File: config.mk
export PLATFORM = sky130hd
export DESIGN_NAME = float_mul
export DESIGN_NICKNAME = d
export VERILOG_FILES = /design/src/hw/float_pkg.sv /design/src/hw/float_mul.sv /design/src/hw/mant_mul_step.sv
export SDC_FILE = /design/constraint.sdc
export NUM_CORES = 1
export LEC_CHECK = 0
export BUFFER_PORTS_ARGS = -buffer_cell sky130_fd_sc_hd__buf_2
export CAP_MARGIN = 40
export CORE_ASPECT_RATIO = 1.5
export CORE_MARGIN = 10
export CORE_UTILIZATION = 40
export DETAILED_ROUTE_END_ITERATION = 10
export HOLD_SLACK_MARGIN = 0.08
export PLACE_DENSITY_LB_ADDON = 0.15
export SLEW_MARGIN = 20
export SYNTH_ARGS = -nofsm -noshare
export SYNTH_HDL_FRONTEND = slang
export SYNTH_HIERARCHICAL = 1
export SYNTH_SLANG_ARGS = --single-unit
File: constraint.sdc
create_clock -name clk -period 67.1 [get_ports clk]
set_input_delay 6.71 -clock clk [delete_from_list [all_inputs] [get_ports clk]]
set_output_delay 6.71 -clock clk [all_outputs]
set_load 0.005 [all_outputs]
File: src/hw/float_pkg.sv
// --------------------------------------------------
// Float unit package: IEEE-754 single format widths,
// multiplier step sizes, opcode and state encodings
// --------------------------------------------------
package float_pkg;

    // Single-precision layout
    localparam int float_width      = 32;
    localparam int float_exp_width  = 8;
    localparam int float_mant_width = 23;  // Stored bits, hidden one excluded
    localparam int float_bias       = 127;

    // Column-wise mantissa multiply
    localparam int bits_per_cycle  = 2;  // Product bits formed per cycle
    localparam int mul_carry_width = 5;  // Column carry, peaks near 24
    localparam int mul_pos_width   = 6;  // Column index up to 49

    // Opcode as used by the requester and the data file
    typedef enum logic {
        OP_MUL = 1'b0,
        OP_ADD = 1'b1
    } e_fpu_op;

    // Multiplier FSM
    typedef enum logic [1:0] {
        MUL_IDLE,
        MUL1,  // Two product bits per cycle
        S2     // Normalize and pack
    } e_mul_state;

    // Adder FSM
    typedef enum logic [1:0] {
        ADD_IDLE,
        ALIGN,  // Match exponents one bit per cycle
        SUM,
        NORM    // Move hidden one back to bit 23
    } e_add_state;

endpackage

File: src/hw/float_mul.sv
// --------------------------------------------------
// Multi-cycle truncating float multiplier with
// denormal flush and a 2 bit per cycle mantissa product
// --------------------------------------------------
module float_mul
    import float_pkg::*;
(
    input  logic                   clk,
    input  logic                   rst,
    input  logic                   req,
    input  logic [float_width-1:0] a,
    input  logic [float_width-1:0] b,
    output logic                   ack,
    output logic [float_width-1:0] out
);

    e_mul_state                 state, n_state;

    logic [float_exp_width-1:0] a_exp_in, b_exp_in;

    logic [float_mant_width:0]  a_mant, n_a_mant;  // Hidden one on top
    logic [float_mant_width:0]  b_mant, n_b_mant;
    logic [float_exp_width+1:0] new_exp, n_new_exp;  // Two guard bits for the bias math
    logic                       new_sign, n_new_sign;

    // Full product plus room for the last column pair
    logic [2*float_mant_width+3:0] prod, n_prod;

    logic [mul_pos_width-1:0]   pos, n_pos;
    logic [mul_pos_width-1:0]   norm_pos, n_norm_pos;  // Highest one seen so far
    logic [mul_pos_width-1:0]   shift;
    logic [mul_carry_width-1:0] carry, n_carry, step_carry;
    logic [bits_per_cycle-1:0]  step_bits;

    logic                       n_ack;
    logic [float_width-1:0]     n_out;

    assign a_exp_in = a[float_width-2 -: float_exp_width];
    assign b_exp_in = b[float_width-2 -: float_exp_width];

    // Right shift that leaves the leading one at bit 23
    assign shift = norm_pos - mul_pos_width'(float_mant_width);

    mant_mul_step i_mant_mul_step (
        .pos       (pos),
        .a_mant    (a_mant),
        .b_mant    (b_mant),
        .carry_in  (carry),
        .prod_bits (step_bits),
        .carry_out (step_carry)
    );

    always_comb begin
        n_state    = state;
        n_a_mant   = a_mant;
        n_b_mant   = b_mant;
        n_new_exp  = new_exp;
        n_new_sign = new_sign;
        n_prod     = prod;
        n_pos      = pos;
        n_norm_pos = norm_pos;
        n_carry    = carry;
        n_ack      = 1'b0;
        n_out      = '0;

        case (state)
            MUL_IDLE: begin
                if (req) begin
                    if (a_exp_in == '0 || b_exp_in == '0) begin
                        n_ack = 1'b1;  // Zero or denormal gives +0
                    end else begin
                        n_a_mant   = {1'b1, a[float_mant_width-1:0]};
                        n_b_mant   = {1'b1, b[float_mant_width-1:0]};
                        n_new_sign = a[float_width-1] ^ b[float_width-1];
                        // Exponent of product bit 0
                        n_new_exp  = (float_exp_width + 2)'(int'(a_exp_in) + int'(b_exp_in)
                                     - float_bias - float_mant_width);
                        n_prod     = '0;
                        n_pos      = '0;
                        n_norm_pos = '0;
                        n_carry    = '0;
                        n_state    = MUL1;
                    end
                end
            end
            MUL1: begin
                n_prod[pos +: bits_per_cycle] = step_bits;
                n_carry = step_carry;
                for (int k = 0; k < bits_per_cycle; k++) begin
                    if (step_bits[k]) begin
                        n_norm_pos = pos + mul_pos_width'(k);
                    end
                end
                n_pos = pos + mul_pos_width'(bits_per_cycle);
                if (pos >= mul_pos_width'(2 * float_mant_width + 2)) begin
                    n_state = S2;  // Last column pair done
                end
            end
            S2: begin
                n_prod    = prod >> shift;
                n_new_exp = new_exp + (float_exp_width + 2)'(shift);
                n_out     = {new_sign, n_new_exp[float_exp_width-1:0],
                             n_prod[float_mant_width-1:0]};
                n_ack     = 1'b1;
                n_state   = MUL_IDLE;
            end
            default: begin
                n_state = MUL_IDLE;
            end
        endcase
    end

    always_ff @(posedge clk or posedge rst) begin
        if (rst) begin
            state <= MUL_IDLE;
            ack   <= 1'b0;
            out   <= '0;
        end else begin
            state <= n_state;
            ack   <= n_ack;
            out   <= n_out;
        end
    end

    // Datapath registers
    always_ff @(posedge clk) begin
        a_mant   <= n_a_mant;
        b_mant   <= n_b_mant;
        new_exp  <= n_new_exp;
        new_sign <= n_new_sign;
        prod     <= n_prod;
        pos      <= n_pos;
        norm_pos <= n_norm_pos;
        carry    <= n_carry;
    end

endmodule

File: src/hw/mant_mul_step.sv
// --------------------------------------------------
// One column step of the 24x24 mantissa multiply,
// two product bits and the carry into the next pair
// --------------------------------------------------
module mant_mul_step
    import float_pkg::*;
(
    input  logic [mul_pos_width-1:0]   pos,
    input  logic [float_mant_width:0]  a_mant,
    input  logic [float_mant_width:0]  b_mant,
    input  logic [mul_carry_width-1:0] carry_in,
    output logic [bits_per_cycle-1:0]  prod_bits,
    output logic [mul_carry_width-1:0] carry_out
);

    // Each column adds every a[i]*b[j] with i+j equal to the column,
    // on top of what spilled over from the column below
    always_comb begin
        logic [mul_carry_width+1:0] acc;
        int col;
        int j;

        acc = (mul_carry_width + 2)'(carry_in);
        for (int k = 0; k < bits_per_cycle; k++) begin
            col = int'(pos) + k;
            for (int i = 0; i <= float_mant_width; i++) begin
                j = col - i;
                // Only pairs that fall inside b
                if (j >= 0 && j <= float_mant_width) begin
                    acc = acc + (mul_carry_width + 2)'(a_mant[i] & b_mant[j]);
                end
            end
            prod_bits[k] = acc[0];  // Column result
            acc = acc >> 1;         // Rest moves up one column
        end
        carry_out = acc[mul_carry_width-1:0];
    end

endmodule

==> results.json <==
{
  "outcome": "complete, no violations",
  "whs_endpoint": "out[31]",
  "grt_max_degree": 57,
  "drive_above_1_share_pct": 15.2,
  "cts.path.max_buffers": 2,
  "grt_util_all_layers_pct": 25.8,
  "slowest_delay_ns": 0.92,
  "hold_ws_ns": 0.465,
  "end_kind": "flip-flop",
  "synth_edf_count": 121,
  "grt_pass1_vias": 21923,
  "synthCells": 2773,
  "ios": 100,
  "r2r-start": "pos[1]",
  "fin_area_um2": 25800,
  "num_vias": 22241,
  "ff2ff_path_depth": 149,
  "fillCellCount": 5959,
  "arrival_ns": 33.08,
  "critPathBufInv": 8,
  "cts_made_buffers": 17,
  "ys_warn_count": 6,
  "synthFlopType": "edfxtp_1",
  "clock_sinks": 156,
  "maxSlewHeadroom_pct": 21.1,
  "ant_nets": 0,
  "rows": 109,
  "finalCritPeriodShare_pct": 48.9,
  "holdPathStages": 1,
  "fin_crit_ns": 32.82,
  "grt_pass1_wl_um": 136000,
  "clock_skew_ns": 0.0167,
  "synth-seq-area-share_pct": 19.0,
  "gp_congestion": 1.05,
  "hold_viol": 0,
  "timing.fmax_mhz": 30.5,
  "cts_tree": "done",
  "max_cap_viol_count": 0,
  "fin_nets": 3079,
  "dr.pass1.iters": 6,
  "crit_slowest_cell": "ha_1",
  "port_buffers": 99,
  "synth.distinct_cells": 101,
  "finalSetupTns_ns": 0,
  "drt-initial-drc-count": 1680,
  "r2r_end": "carry[4]",
  "ys_seq_elements": 156,
  "wl_per_cell_um": 25.4,
  "synth_area_um2": 23800,
  "critical_path.max_fanout": 19,
  "cts-htree-levels": 4,
  "r2r_slack_ns": 34.28,
  "yosysTopAreaCellShare_pct": 15.3,
  "core_area_um2": 58900,
  "die_area_um2": 69700,
  "synth_top_cell_by_area": "edfxtp_1",
  "gr-total-overflow": 0,
  "dpl_cell_area_um2": 25100,
  "num_antenna_cells": 0,
  "critPathMostFrequentCell": "ha_1",
  "cp_top_family": "adder cells",
  "post_cts_buffers": 0,
  "synthTopCellsByCount": "nand2_1 (261), nor2_1 (229), a21oi_1 (210), mux2i_1 (181), xnor2_1 (178)",
  "initial_core_util_pct": 40.3,
  "min_from": "new_sign",
  "cts-root-buf": "clkbuf_16",
  "startpoint_type": "flip-flop",
  "tightest_slew_ns": 1.18,
  "synth_most_common_cell": "nand2_1",
  "worstSkewPairLatency_ns": 0.49,
  "setup_viol": 0,
  "async_flop_share_pct": 22.4,
  "synthTopCellsByArea": "edfxtp_1 (15%), ha_1 (8.9%), mux2i_1 (7.6%), xnor2_1 (6.6%), mux2_2 (5.5%)",
  "syn_to_final_growth_pct": 8.58,
  "via_per_inst": 6.13,
  "crit_required_ns": 67.35,
  "dpl.hpwl_um": 73200,
  "routed_wl_um": 92100,
  "syn-mean-instance-area_um2": 8.57,
  "clk_pin_slew_ns": 0.07,
  "antenna_found_initial": 0,
  "drcViolationCount": 0,
  "min_path_type": "flip-flop to flip-flop",
  "critPathKind": "flip-flop to flip-flop",
  "die_w_um": 219,
  "cts_resized": 0,
  "postCtsHoldBufs": 0,
  "slew_viol_final": 0,
  "die_h_um": 318,
  "rsz0062_at_grt": "no"
}
through the flow:
step | cells | setup WS, ns | utilization [%]
2_1_floorplan | 2783 | 36.21 | -
3_3_place_gp | 3579 | 35.30 | 42.5
3_5_place_dp | 3592 | 34.40 | 42.7
4_1_cts | 3624 | 34.33 | 43.6
5_1_grt | 3631 | 31.82 | 43.8
6_report | 3631 | 34.28 | 43.8
worst max-delay path by stage:
stage                       from        to  slack (ns)  cells after the start
after floorplan           pos[1]  carry[4]       36.21                    152
final                     pos[1]  carry[4]       34.28                    149
after detailed placement  pos[1]  carry[4]       34.40                    149
after global placement    pos[1]  carry[4]       35.30                    149
after global routing      pos[1]  carry[4]       31.82                    149
after CTS                 pos[1]  carry[4]       34.33                    149
area by class of cell:
cell class                      instances  area (um2)  area share [%]
Clock buffer                           19         443            1.72
Tap cell                              777         972            3.77
Inverter                              101         382            1.48
Sequential cell                       156        4510            17.5
Multi-Input combinational cell       2409       18400            71.3
Clock inverter                         13         109           0.422
Timing Repair Buffer                  156         980            3.80
state kept, by name (all words and copies together), names as in the netlist:
register and count:
out 32, ack 1, new_sign 1, carry 5, b_mant 23, new_exp 8
norm_pos 6, a_mant 23, pos 5, prod 50, state 2
per-layer routing:
metal,GRT usage [%],routed length [um],vias up
met5,0,0,-
met4,17.6,7100,0
met3,4.00,4540,243
met2,45.9,46800,837
met1,27.2,33600,10766
li1,-,-,10395
kinds of logic (layout without fill, tap and decap cells):
logic type / Yosys count / after routing / share of synthesized area [%]
buffers and inverters: 218 / 289 / 3.91
adder cells (fa/ha/maj): 182 / 182 / 9.53
other: 2 / 12 / 0.0316
multiplexers: 364 / 364 / 18.9
AND/OR/NAND/NOR: 940 / 940 / 19.2
XOR/XNOR: 276 / 276 / 12.3
flip-flops: 156 / 156 / 19.0
AO/OA/AOI/OAI: 635 / 635 / 17.1
placed cells by master, fill, tap and decap left out, drive strengths merged, types with 12 or more instances in the layout:
cell type / instances
o211ai: 20
nor2: 229
ha: 169
and3: 30
xor2: 63
nand4: 29
xnor3: 20
a211oi: 23
nand2: 261
nand3: 89
inv: 104
clkbuf: 20
nor3: 79
dfrtp: 35
mux4: 53
buf: 155
o21ai: 115
o21a: 15
conb: 12
edfxtp: 121
mux2: 130
a22oi: 16
and2: 52
a31oi: 31
a21oi: 211
xnor2: 188
nor2b: 57
or3: 14
nor3b: 14
a21o: 27
o22ai: 42
mux2i: 181
nand2b: 35
Power is not shown: default switching activity piles up to over one toggle a cycle in this logic, so the estimate is an artifact.
