==> config.mk <==
export PLATFORM = sky130hd
export DESIGN_NAME = float_add
export DESIGN_NICKNAME = d
export VERILOG_FILES = /design/src/hw/float_pkg.sv /design/src/hw/float_add.sv
export SDC_FILE = /design/constraint.sdc
export NUM_CORES = 1
export LEC_CHECK = 0
export BUFFER_PORTS_ARGS = -buffer_cell sky130_fd_sc_hd__buf_2
export CAP_MARGIN = 20
export CORE_MARGIN = 2
export CORE_UTILIZATION = 35
export DETAILED_ROUTE_END_ITERATION = 6
export PLACE_DENSITY_LB_ADDON = 0.12
export SETUP_SLACK_MARGIN = 0.02
export SLEW_MARGIN = 20
export SYNTH_ARGS = -nofsm -noshare
export SYNTH_HDL_FRONTEND = slang
export SYNTH_SLANG_ARGS = --single-unit
export TNS_END_PERCENT = 5
==> constraint.sdc <==
create_clock -name clk -period 3.6 [get_ports clk]
set_input_delay 0.36 -clock clk [delete_from_list [all_inputs] [get_ports clk]]
set_output_delay 0.36 -clock clk [all_outputs]
set_load 0.01 [all_outputs]
==> src/hw/float_pkg.sv <==
// --------------------------------------------------
// Float unit package: IEEE-754 single format widths,
// multiplier step sizes, opcode and state encodings
// --------------------------------------------------
package float_pkg;

    // Single-precision layout
    localparam int float_width      = 32;
    localparam int float_exp_width  = 8;
    localparam int float_mant_width = 23;  // Stored bits, hidden one excluded
    localparam int float_bias       = 127;

    // Column-wise mantissa multiply
    localparam int bits_per_cycle  = 2;  // Product bits formed per cycle
    localparam int mul_carry_width = 5;  // Column carry, peaks near 24
    localparam int mul_pos_width   = 6;  // Column index up to 49

    // Opcode as used by the requester and the data file
    typedef enum logic {
        OP_MUL = 1'b0,
        OP_ADD = 1'b1
    } e_fpu_op;

    // Multiplier FSM
    typedef enum logic [1:0] {
        MUL_IDLE,
        MUL1,  // Two product bits per cycle
        S2     // Normalize and pack
    } e_mul_state;

    // Adder FSM
    typedef enum logic [1:0] {
        ADD_IDLE,
        ALIGN,  // Match exponents one bit per cycle
        SUM,
        NORM    // Move hidden one back to bit 23
    } e_add_state;

endpackage

==> src/hw/float_add.sv <==
// --------------------------------------------------
// Multi-cycle truncating float adder with bit-serial
// alignment and normalization
// --------------------------------------------------
module float_add
    import float_pkg::*;
(
    input  logic                   clk,
    input  logic                   rst,
    input  logic                   req,
    input  logic [float_width-1:0] a,
    input  logic [float_width-1:0] b,
    output logic                   ack,
    output logic [float_width-1:0] out
);

    e_add_state                 state, n_state;

    logic [float_exp_width-1:0] a_exp_in, b_exp_in;

    logic                       a_sign, n_a_sign;
    logic                       b_sign, n_b_sign;
    logic [float_exp_width-1:0] a_exp, n_a_exp;
    logic [float_exp_width-1:0] b_exp, n_b_exp;
    logic [float_mant_width:0]  a_mant, n_a_mant;  // Hidden one on top
    logic [float_mant_width:0]  b_mant, n_b_mant;

    logic [float_mant_width+1:0] sum, n_sum;  // Extra bit for carry-out
    logic [float_exp_width-1:0]  res_exp, n_res_exp;
    logic                        res_sign, n_res_sign;

    logic                       n_ack;
    logic [float_width-1:0]     n_out;

    assign a_exp_in = a[float_width-2 -: float_exp_width];
    assign b_exp_in = b[float_width-2 -: float_exp_width];

    always_comb begin
        n_state    = state;
        n_a_sign   = a_sign;
        n_b_sign   = b_sign;
        n_a_exp    = a_exp;
        n_b_exp    = b_exp;
        n_a_mant   = a_mant;
        n_b_mant   = b_mant;
        n_sum      = sum;
        n_res_exp  = res_exp;
        n_res_sign = res_sign;
        n_ack      = 1'b0;
        n_out      = '0;

        case (state)
            ADD_IDLE: begin
                if (req) begin
                    if (a_exp_in == '0) begin
                        n_out = b;  // a counts as zero
                        n_ack = 1'b1;
                    end else if (b_exp_in == '0) begin
                        n_out = a;
                        n_ack = 1'b1;
                    end else begin
                        n_a_sign = a[float_width-1];
                        n_b_sign = b[float_width-1];
                        n_a_exp  = a_exp_in;
                        n_b_exp  = b_exp_in;
                        n_a_mant = {1'b1, a[float_mant_width-1:0]};
                        n_b_mant = {1'b1, b[float_mant_width-1:0]};
                        n_state  = ALIGN;
                    end
                end
            end
            ALIGN: begin
                // Once a mantissa has run out, jump straight to the other exponent
                if (a_exp < b_exp) begin
                    n_a_mant = a_mant >> 1;
                    n_a_exp  = (a_mant == '0) ? b_exp : a_exp + float_exp_width'(1);
                end else if (b_exp < a_exp) begin
                    n_b_mant = b_mant >> 1;
                    n_b_exp  = (b_mant == '0) ? a_exp : b_exp + float_exp_width'(1);
                end else begin
                    n_state = SUM;
                end
            end
            SUM: begin
                n_res_exp = a_exp;
                if (a_sign == b_sign) begin
                    n_sum      = {1'b0, a_mant} + {1'b0, b_mant};
                    n_res_sign = a_sign;
                end else if (a_mant >= b_mant) begin
                    n_sum      = {1'b0, a_mant} - {1'b0, b_mant};
                    n_res_sign = a_sign;
                end else begin
                    n_sum      = {1'b0, b_mant} - {1'b0, a_mant};
                    n_res_sign = b_sign;
                end
                if (n_sum == '0) begin
                    n_ack   = 1'b1;  // Full cancellation gives +0
                    n_state = ADD_IDLE;
                end else begin
                    n_state = NORM;
                end
            end
            NORM: begin
                if (sum[float_mant_width+1]) begin
                    n_sum     = sum >> 1;  // Carry-out
                    n_res_exp = res_exp + float_exp_width'(1);
                end else if (!sum[float_mant_width]) begin
                    n_sum     = sum << 1;
                    n_res_exp = res_exp - float_exp_width'(1);
                end else begin
                    n_out   = {res_sign, res_exp, sum[float_mant_width-1:0]};
                    n_ack   = 1'b1;
                    n_state = ADD_IDLE;
                end
            end
            default: begin
                n_state = ADD_IDLE;
            end
        endcase
    end

    always_ff @(posedge clk or posedge rst) begin
        if (rst) begin
            state <= ADD_IDLE;
            ack   <= 1'b0;
            out   <= '0;
        end else begin
            state <= n_state;
            ack   <= n_ack;
            out   <= n_out;
        end
    end

    always_ff @(posedge clk) begin
        a_sign   <= n_a_sign;
        b_sign   <= n_b_sign;
        a_exp    <= n_a_exp;
        b_exp    <= n_b_exp;
        a_mant   <= n_a_mant;
        b_mant   <= n_b_mant;
        sum      <= n_sum;
        res_exp  <= n_res_exp;
        res_sign <= n_res_sign;
    end

endmodule

==> results of run 1 <==
[layer usage]
metal,wire (um),GRT usage,vias up
li1,-,-,5327
met5,0,0,-
met2,20290,0.4243,335
met3,2140,0.03685,56
met4,962,0.06784,0
met1,20930,0.3707,5551
[per-stage QoR]
stage                     TNS, ns  instance area [um^2]
after detailed placement  -0.7984                 13380
after global routing      -0.2618                 15040
after floorplan                 0                 11310
after global placement    -0.7272                 13380
after CTS                       0                 14300
final                           0                 15040
[path summary, 6_finish.rpt]
| kind | slack (ns) | to |
|---|---|---|
| worst max-delay path | 0.05 | ack$_DFF_PP0_ |
| worst min-delay path | 0.02 | out[18]$_DFF_PP0_ |
| worst max register to register | 0.05 | ack$_DFF_PP0_ |
| worst min register to register | 0.53 | out[28]$_DFF_PP0_ |
| max in group asynchronous | 3.21 | out[31]$_DFF_PP0_ |
| min in group clk | 0.12 | b_sign$_DFFE_PP_ |
[logic make-up (layout without fill, tap and decap cells)]
kind of cell / after synthesis / count (layout) / share of synthesized area
AOI/OAI and AO/OA: 396 / 396 / 0.2162
xor gates and xnor gates: 35 / 35 / 0.02711
adders and majority gates: 99 / 99 / 0.1122
buffers and inverters: 162 / 449 / 0.06020
DFF: 135 / 135 / 0.3430
muxes: 59 / 59 / 0.05754
other: 0 / 2 / 0
and+or+nand+nor: 429 / 429 / 0.1837
[synth_stat cells, drive strengths merged, types with 6 or more instances]
cell and count:
nor2b 15, nor4 28, or3 6, inv 87
o31ai 14, or2 7, a21o 21, ha 95
and3 11, nand3 26, dfrtp 35, a31oi 8
o211ai 10, mux2 48, a22oi 6, nand2 133
o21bai 14, xor2 10, edfxtp 100, mux2i 11
nor3 30, clkbuf 51, nand2b 11, a211oi 14
buf 24, nor2 124, nand4 16, a21oi 174
o21ai 73, and4 6, a221oi 15, xnor2 25
[critical path, stage by stage (launching register included)]
cell,delay [ns]
edfxtp_1,0.39
ha_1,0.36
buf_4,0.18
a21oi_1,0.20
o21ai_0,0.26
a2111oi_2,0.30
o21ai_0,0.20
a41oi_1,0.32
a21oi_1,0.12
a32oi_2,0.22
xnor2_2,0.17
nand3b_1,0.17
nor4_4,0.40
a31o_1,0.19
[flip-flops by register name, indices dropped and copies added (netlist names)]
signal,count
res_sign,1
ack,1
res_exp,8
state,2
out,32
b_exp,8
b_mant,24
b_sign,1
sum,25
a_sign,1
a_exp,8
a_mant,24
[repair_timing]
item,in CTS,in global routing
setup endpoints to repair,3,5
pin swaps,17,47
buffers inserted,16,36
resized for setup,51,90
[layout make-up]
| type | count | area [um^2] |
|---|---|---|
| multi-input combinational | 1018 | 7478 |
| tap | 402 | 503.0 |
| clock buffer | 20 | 457.9 |
| sequential | 135 | 3879 |
| clock inverter | 12 | 90.09 |
| timing repair buffer | 330 | 2300 |
| antenna | 2 | 5.005 |
| fill | 3155 | 16680 |
| inverter | 87 | 326.6 |
==> out/results.txt, run 1 <==
outcome: completed
GRT Residual Overflow: 0
Yosys reg bits: 135
Tot GR Track Use: 0.2632
most common cell after layout, fill and taps aside: buf_4
gp weighted congestion: 0.9196
Rel. slew slack: 0.4893
critical path launch point type: flip-flop
initial DRC count: 905
commonest cells after routing, fill and taps aside: buf_4 (217), a21oi_1 (158), nand2_1 (129)
CP Max Fanout: 5
Worst-Margin Slew: 0.7661 ns
fin util: 0.4742
PortBufs: 99
Post-Synthesis Cells: 1315
leading area contributor after synthesis: edfxtp_1
Residual DRC: 0
DP Worst Slack: -0.2678 ns
Area growth syn-to-layout: 33.01%
Die Height: 183.7 um
share of layout cells above drive strength 1: 0.3333
fraction of registers with async set/reset: 0.2593
WHS: 0.02341 ns
Final Non-Filler Cells: 2006
CTS Sinks: 135
first-pass GRT wire length: 66920 um
row count: 65
final worst slack: 0.05472 ns
RSZ-0062 raised after global routing: yes
Crit. End Element: flip-flop
worst skew pair latency: 0.45 ns
Final Max Tran Viols: 0
worst setup path class: reg -> reg
EDFF count, synth: 100
dominant cells by area after synthesis: edfxtp_1 (27%), ha_1 (11%), dfrtp_1 (7.7%)
IO Pins: 100
max-cap viol count: 0
top cell type's share of synthesized area: 0.2656
Starting Density: 0.3565
Routed Antenna Nets: 0
Routed WL per cell: 22.09 um
fin nets: 1755
CTS tree: built
final hold vios: 0
post-layout min period: 3.545 ns
Critical Path RT: 3.98 ns
Setup violations, final: 0
vias in the first global route: 11.05k
Detailed Place HPWL: 34520 um
Max Fclk: 282.1 MHz
worst hold path class: in -> async
root buffer cell: clkbuf_16
Cell Area, Synth: 11310 um^2
Seq/Total Area, Yosys: 0.3430
Via-to-Cell Ratio: 5.618
WL final: 44320 um
final period utilization: 0.9848
Ys Warns: 0
initial antenna violation count: 2
Post-CTS Hold Buffers: 0
Via Count: 11.27k
htree depth: 4
Avg Cell Area, Syn: 8.599 um^2
worst reg2reg path startpoint: b_mant[10]$_DFFE_PP_
worst setup path startpoint: b_mant[10]$_DFFE_PP_
Die Footprint: 33760 um^2
syn_nets: 1481
Clock Skew: 0.02248 ns
R2R depth: 13
Chip Width: 183.7 um
crit path DAT: 3.93 ns
DP Cell Count: 1922
largest net degree at the start of global routing: 55
core area: 31720 um^2
Post-synth top flop: edfxtp_1
Netlist cell types: 80
clock-pin slew on the worst setup and hold paths: 0.07 ns
DRT Pass-1 Iters: 6
Max Root-Sink Buffers: 2
Inserted Clock Buffers: 17
Power of run 1 is left out: the tool's default activity adds up to more than one toggle a clock period on the data nets, which glitch-free logic cannot reach.
==> run 2: changes to the inputs <==
==> constraint.sdc (replaced) <==
create_clock -name clk -period 3.8 [get_ports clk]
set_input_delay 0.38 -clock clk [delete_from_list [all_inputs] [get_ports clk]]
set_output_delay 0.38 -clock clk [all_outputs]
set_load 0.02 [all_outputs]
==> out/results.txt, run 2 (synthesis results as in run 1) <==
initial antenna violation count: 2
Final Max Tran Viols: 0
core area: 31720 um^2
Reg2Reg Setup Slack: 0.17 ns
worst hold path class: in -> async
Setup violations, final: 0
PortBufs: 99
Via-to-Cell Ratio: 5.661
Die Height: 183.7 um
multi-input logic area: 7126 um^2
final period utilization: 0.9553
Die Footprint: 33760 um^2
worst skew pair latency: 0.44 ns
most common cell after layout, fill and taps aside: a21oi_1
commonest cells after routing, fill and taps aside: a21oi_1 (162), buf_4 (144), nand2_1 (131)
row count: 65
Crit. End Element: flip-flop
CTS tree: built
first-pass GRT wire length: 64410 um
Post-CTS Hold Buffers: 0
Critical Path RT: 4.19 ns
final hold vios: 0
post-layout min period: 3.630 ns
DP Cell Count: 1875
Area growth syn-to-layout: 25.15%
Chip Width: 183.7 um
gp weighted congestion: 0.9583
Clock Skew: 0.009576 ns
share of layout cells above drive strength 1: 0.2745
DP Area: 13040 um^2
critical path launch point type: flip-flop
initial DRC count: 895
worst reg2reg path startpoint: b_mant[1]$_DFFE_PP_
R2R depth: 14
FILL cells: 3200
CTS Sinks: 135
largest net degree at the start of global routing: 56
Worst-Margin Slew: 0.8337 ns
Residual DRC: 0
Inserted Clock Buffers: 17
Rel. slew slack: 0.4392
WHS: 0.01547 ns
crit path DAT: 4.02 ns
Max Root-Sink Buffers: 2
GRT Residual Overflow: 0
IO Pins: 100
Starting Density: 0.3565
fin nets: 1676
vias in the first global route: 10.52k
design area: 14150 um^2
htree depth: 4
Max Fclk: 275.5 MHz
biggest registers after layout: out: 32 flops, sum: 25 flops
Crit Reg-Reg Endpoint: ack$_DFF_PP0_
Largest Register: out
Routed Antenna Nets: 0
Tot GR Track Use: 0.2554
Routed WL per cell: 22.27 um
WL final: 42920 um
DRT Pass-1 Iters: 5
Final Non-Filler Cells: 1927
Detailed Place HPWL: 33410 um
CP Max Fanout: 6
root buffer cell: clkbuf_16
register area: 3879 um^2
outcome: completed
max-cap viol count: 0
clock-pin slew on the worst setup and hold paths: 0.07 ns
max reg flops: 32
Via Count: 10.91k
worst setup path class: reg -> reg
-- run 2: how the worst max path moves through the flow --
stage / startpoint / end / slack (ns)
2_1_floorplan: a_exp[5]$_DFFE_PP_ / b_exp[0]$_DFFE_PP_ / 0.17
3_3_place_gp: b_mant[2]$_DFFE_PP_ / ack$_DFF_PP0_ / -0.33
3_5_place_dp: b_mant[2]$_DFFE_PP_ / ack$_DFF_PP0_ / -0.34
4_1_cts: a_mant[6]$_DFFE_PP_ / ack$_DFF_PP0_ / 0.02
5_1_grt: a_mant[19]$_DFFE_PP_ / ack$_DFF_PP0_ / -0.02
6_report: b_mant[1]$_DFFE_PP_ / ack$_DFF_PP0_ / 0.17
-- run 2: layer usage --
| metal | up-vias | track usage | share of wire | wire [um] |
|---|---|---|---|---|
| li1 | 5180 | - | - | - |
| met1 | 5314 | 0.3616 | 0.47 | 20350 |
| met2 | 364 | 0.4094 | 0.46 | 19590 |
| met3 | 51 | 0.03368 | 0.048 | 2043 |
| met4 | 0 | 0.06912 | 0.022 | 931 |
| met5 | - | 0 | 0 | 0 |
-- run 2: area by class of cell --
| cell class | instances | area share |
|---|---|---|
| sequential | 135 | 0.2741 |
| multi-input combinational | 1018 | 0.5035 |
| clock buffer | 17 | 0.03006 |
| timing repair buffer | 251 | 0.1196 |
| antenna | 2 | 0.0003537 |
| tap | 402 | 0.03554 |
| inverter | 87 | 0.02308 |
| clock inverter | 15 | 0.01370 |
-- run 2: repair_timing --
| item | CTS | global route |
|---|---|---|
| resized for setup | 10 | 69 |
| setup endpoints to repair | 6 | 3 |
| hold endpoints to repair | 0 | 0 |
| buffers inserted | 1 | 17 |
| pin swaps | 1 | 22 |
-- run 2: critical path, cell delays in order, from the launching register on --
cell and delay, ns:
edfxtp_1 0.51, buf_4 0.20, fa_1 0.44, nor2b_1 0.17, o21ai_1 0.15, o211ai_1 0.21
nand3_2 0.17, nand3_1 0.12, mux2i_1 0.20, or3_4 0.36, nor4_2 0.29, nand4_1 0.19
nor4_2 0.26, buf_4 0.17, a31o_1 0.13
-- run 2: per-stage QoR --
step	setup TNS, ns	worst slack (ns)	utilization
global route	-0.01960	-0.01960	0.4461
global placement	-1.004	-0.3328	0.4111
floorplan	0	0.1716	-
finish	0	0.1700	0.4462
detailed placement	-1.086	-0.3447	0.4112
CTS	0	0.02133	0.4325
Power of run 2 is left out for the same reason.
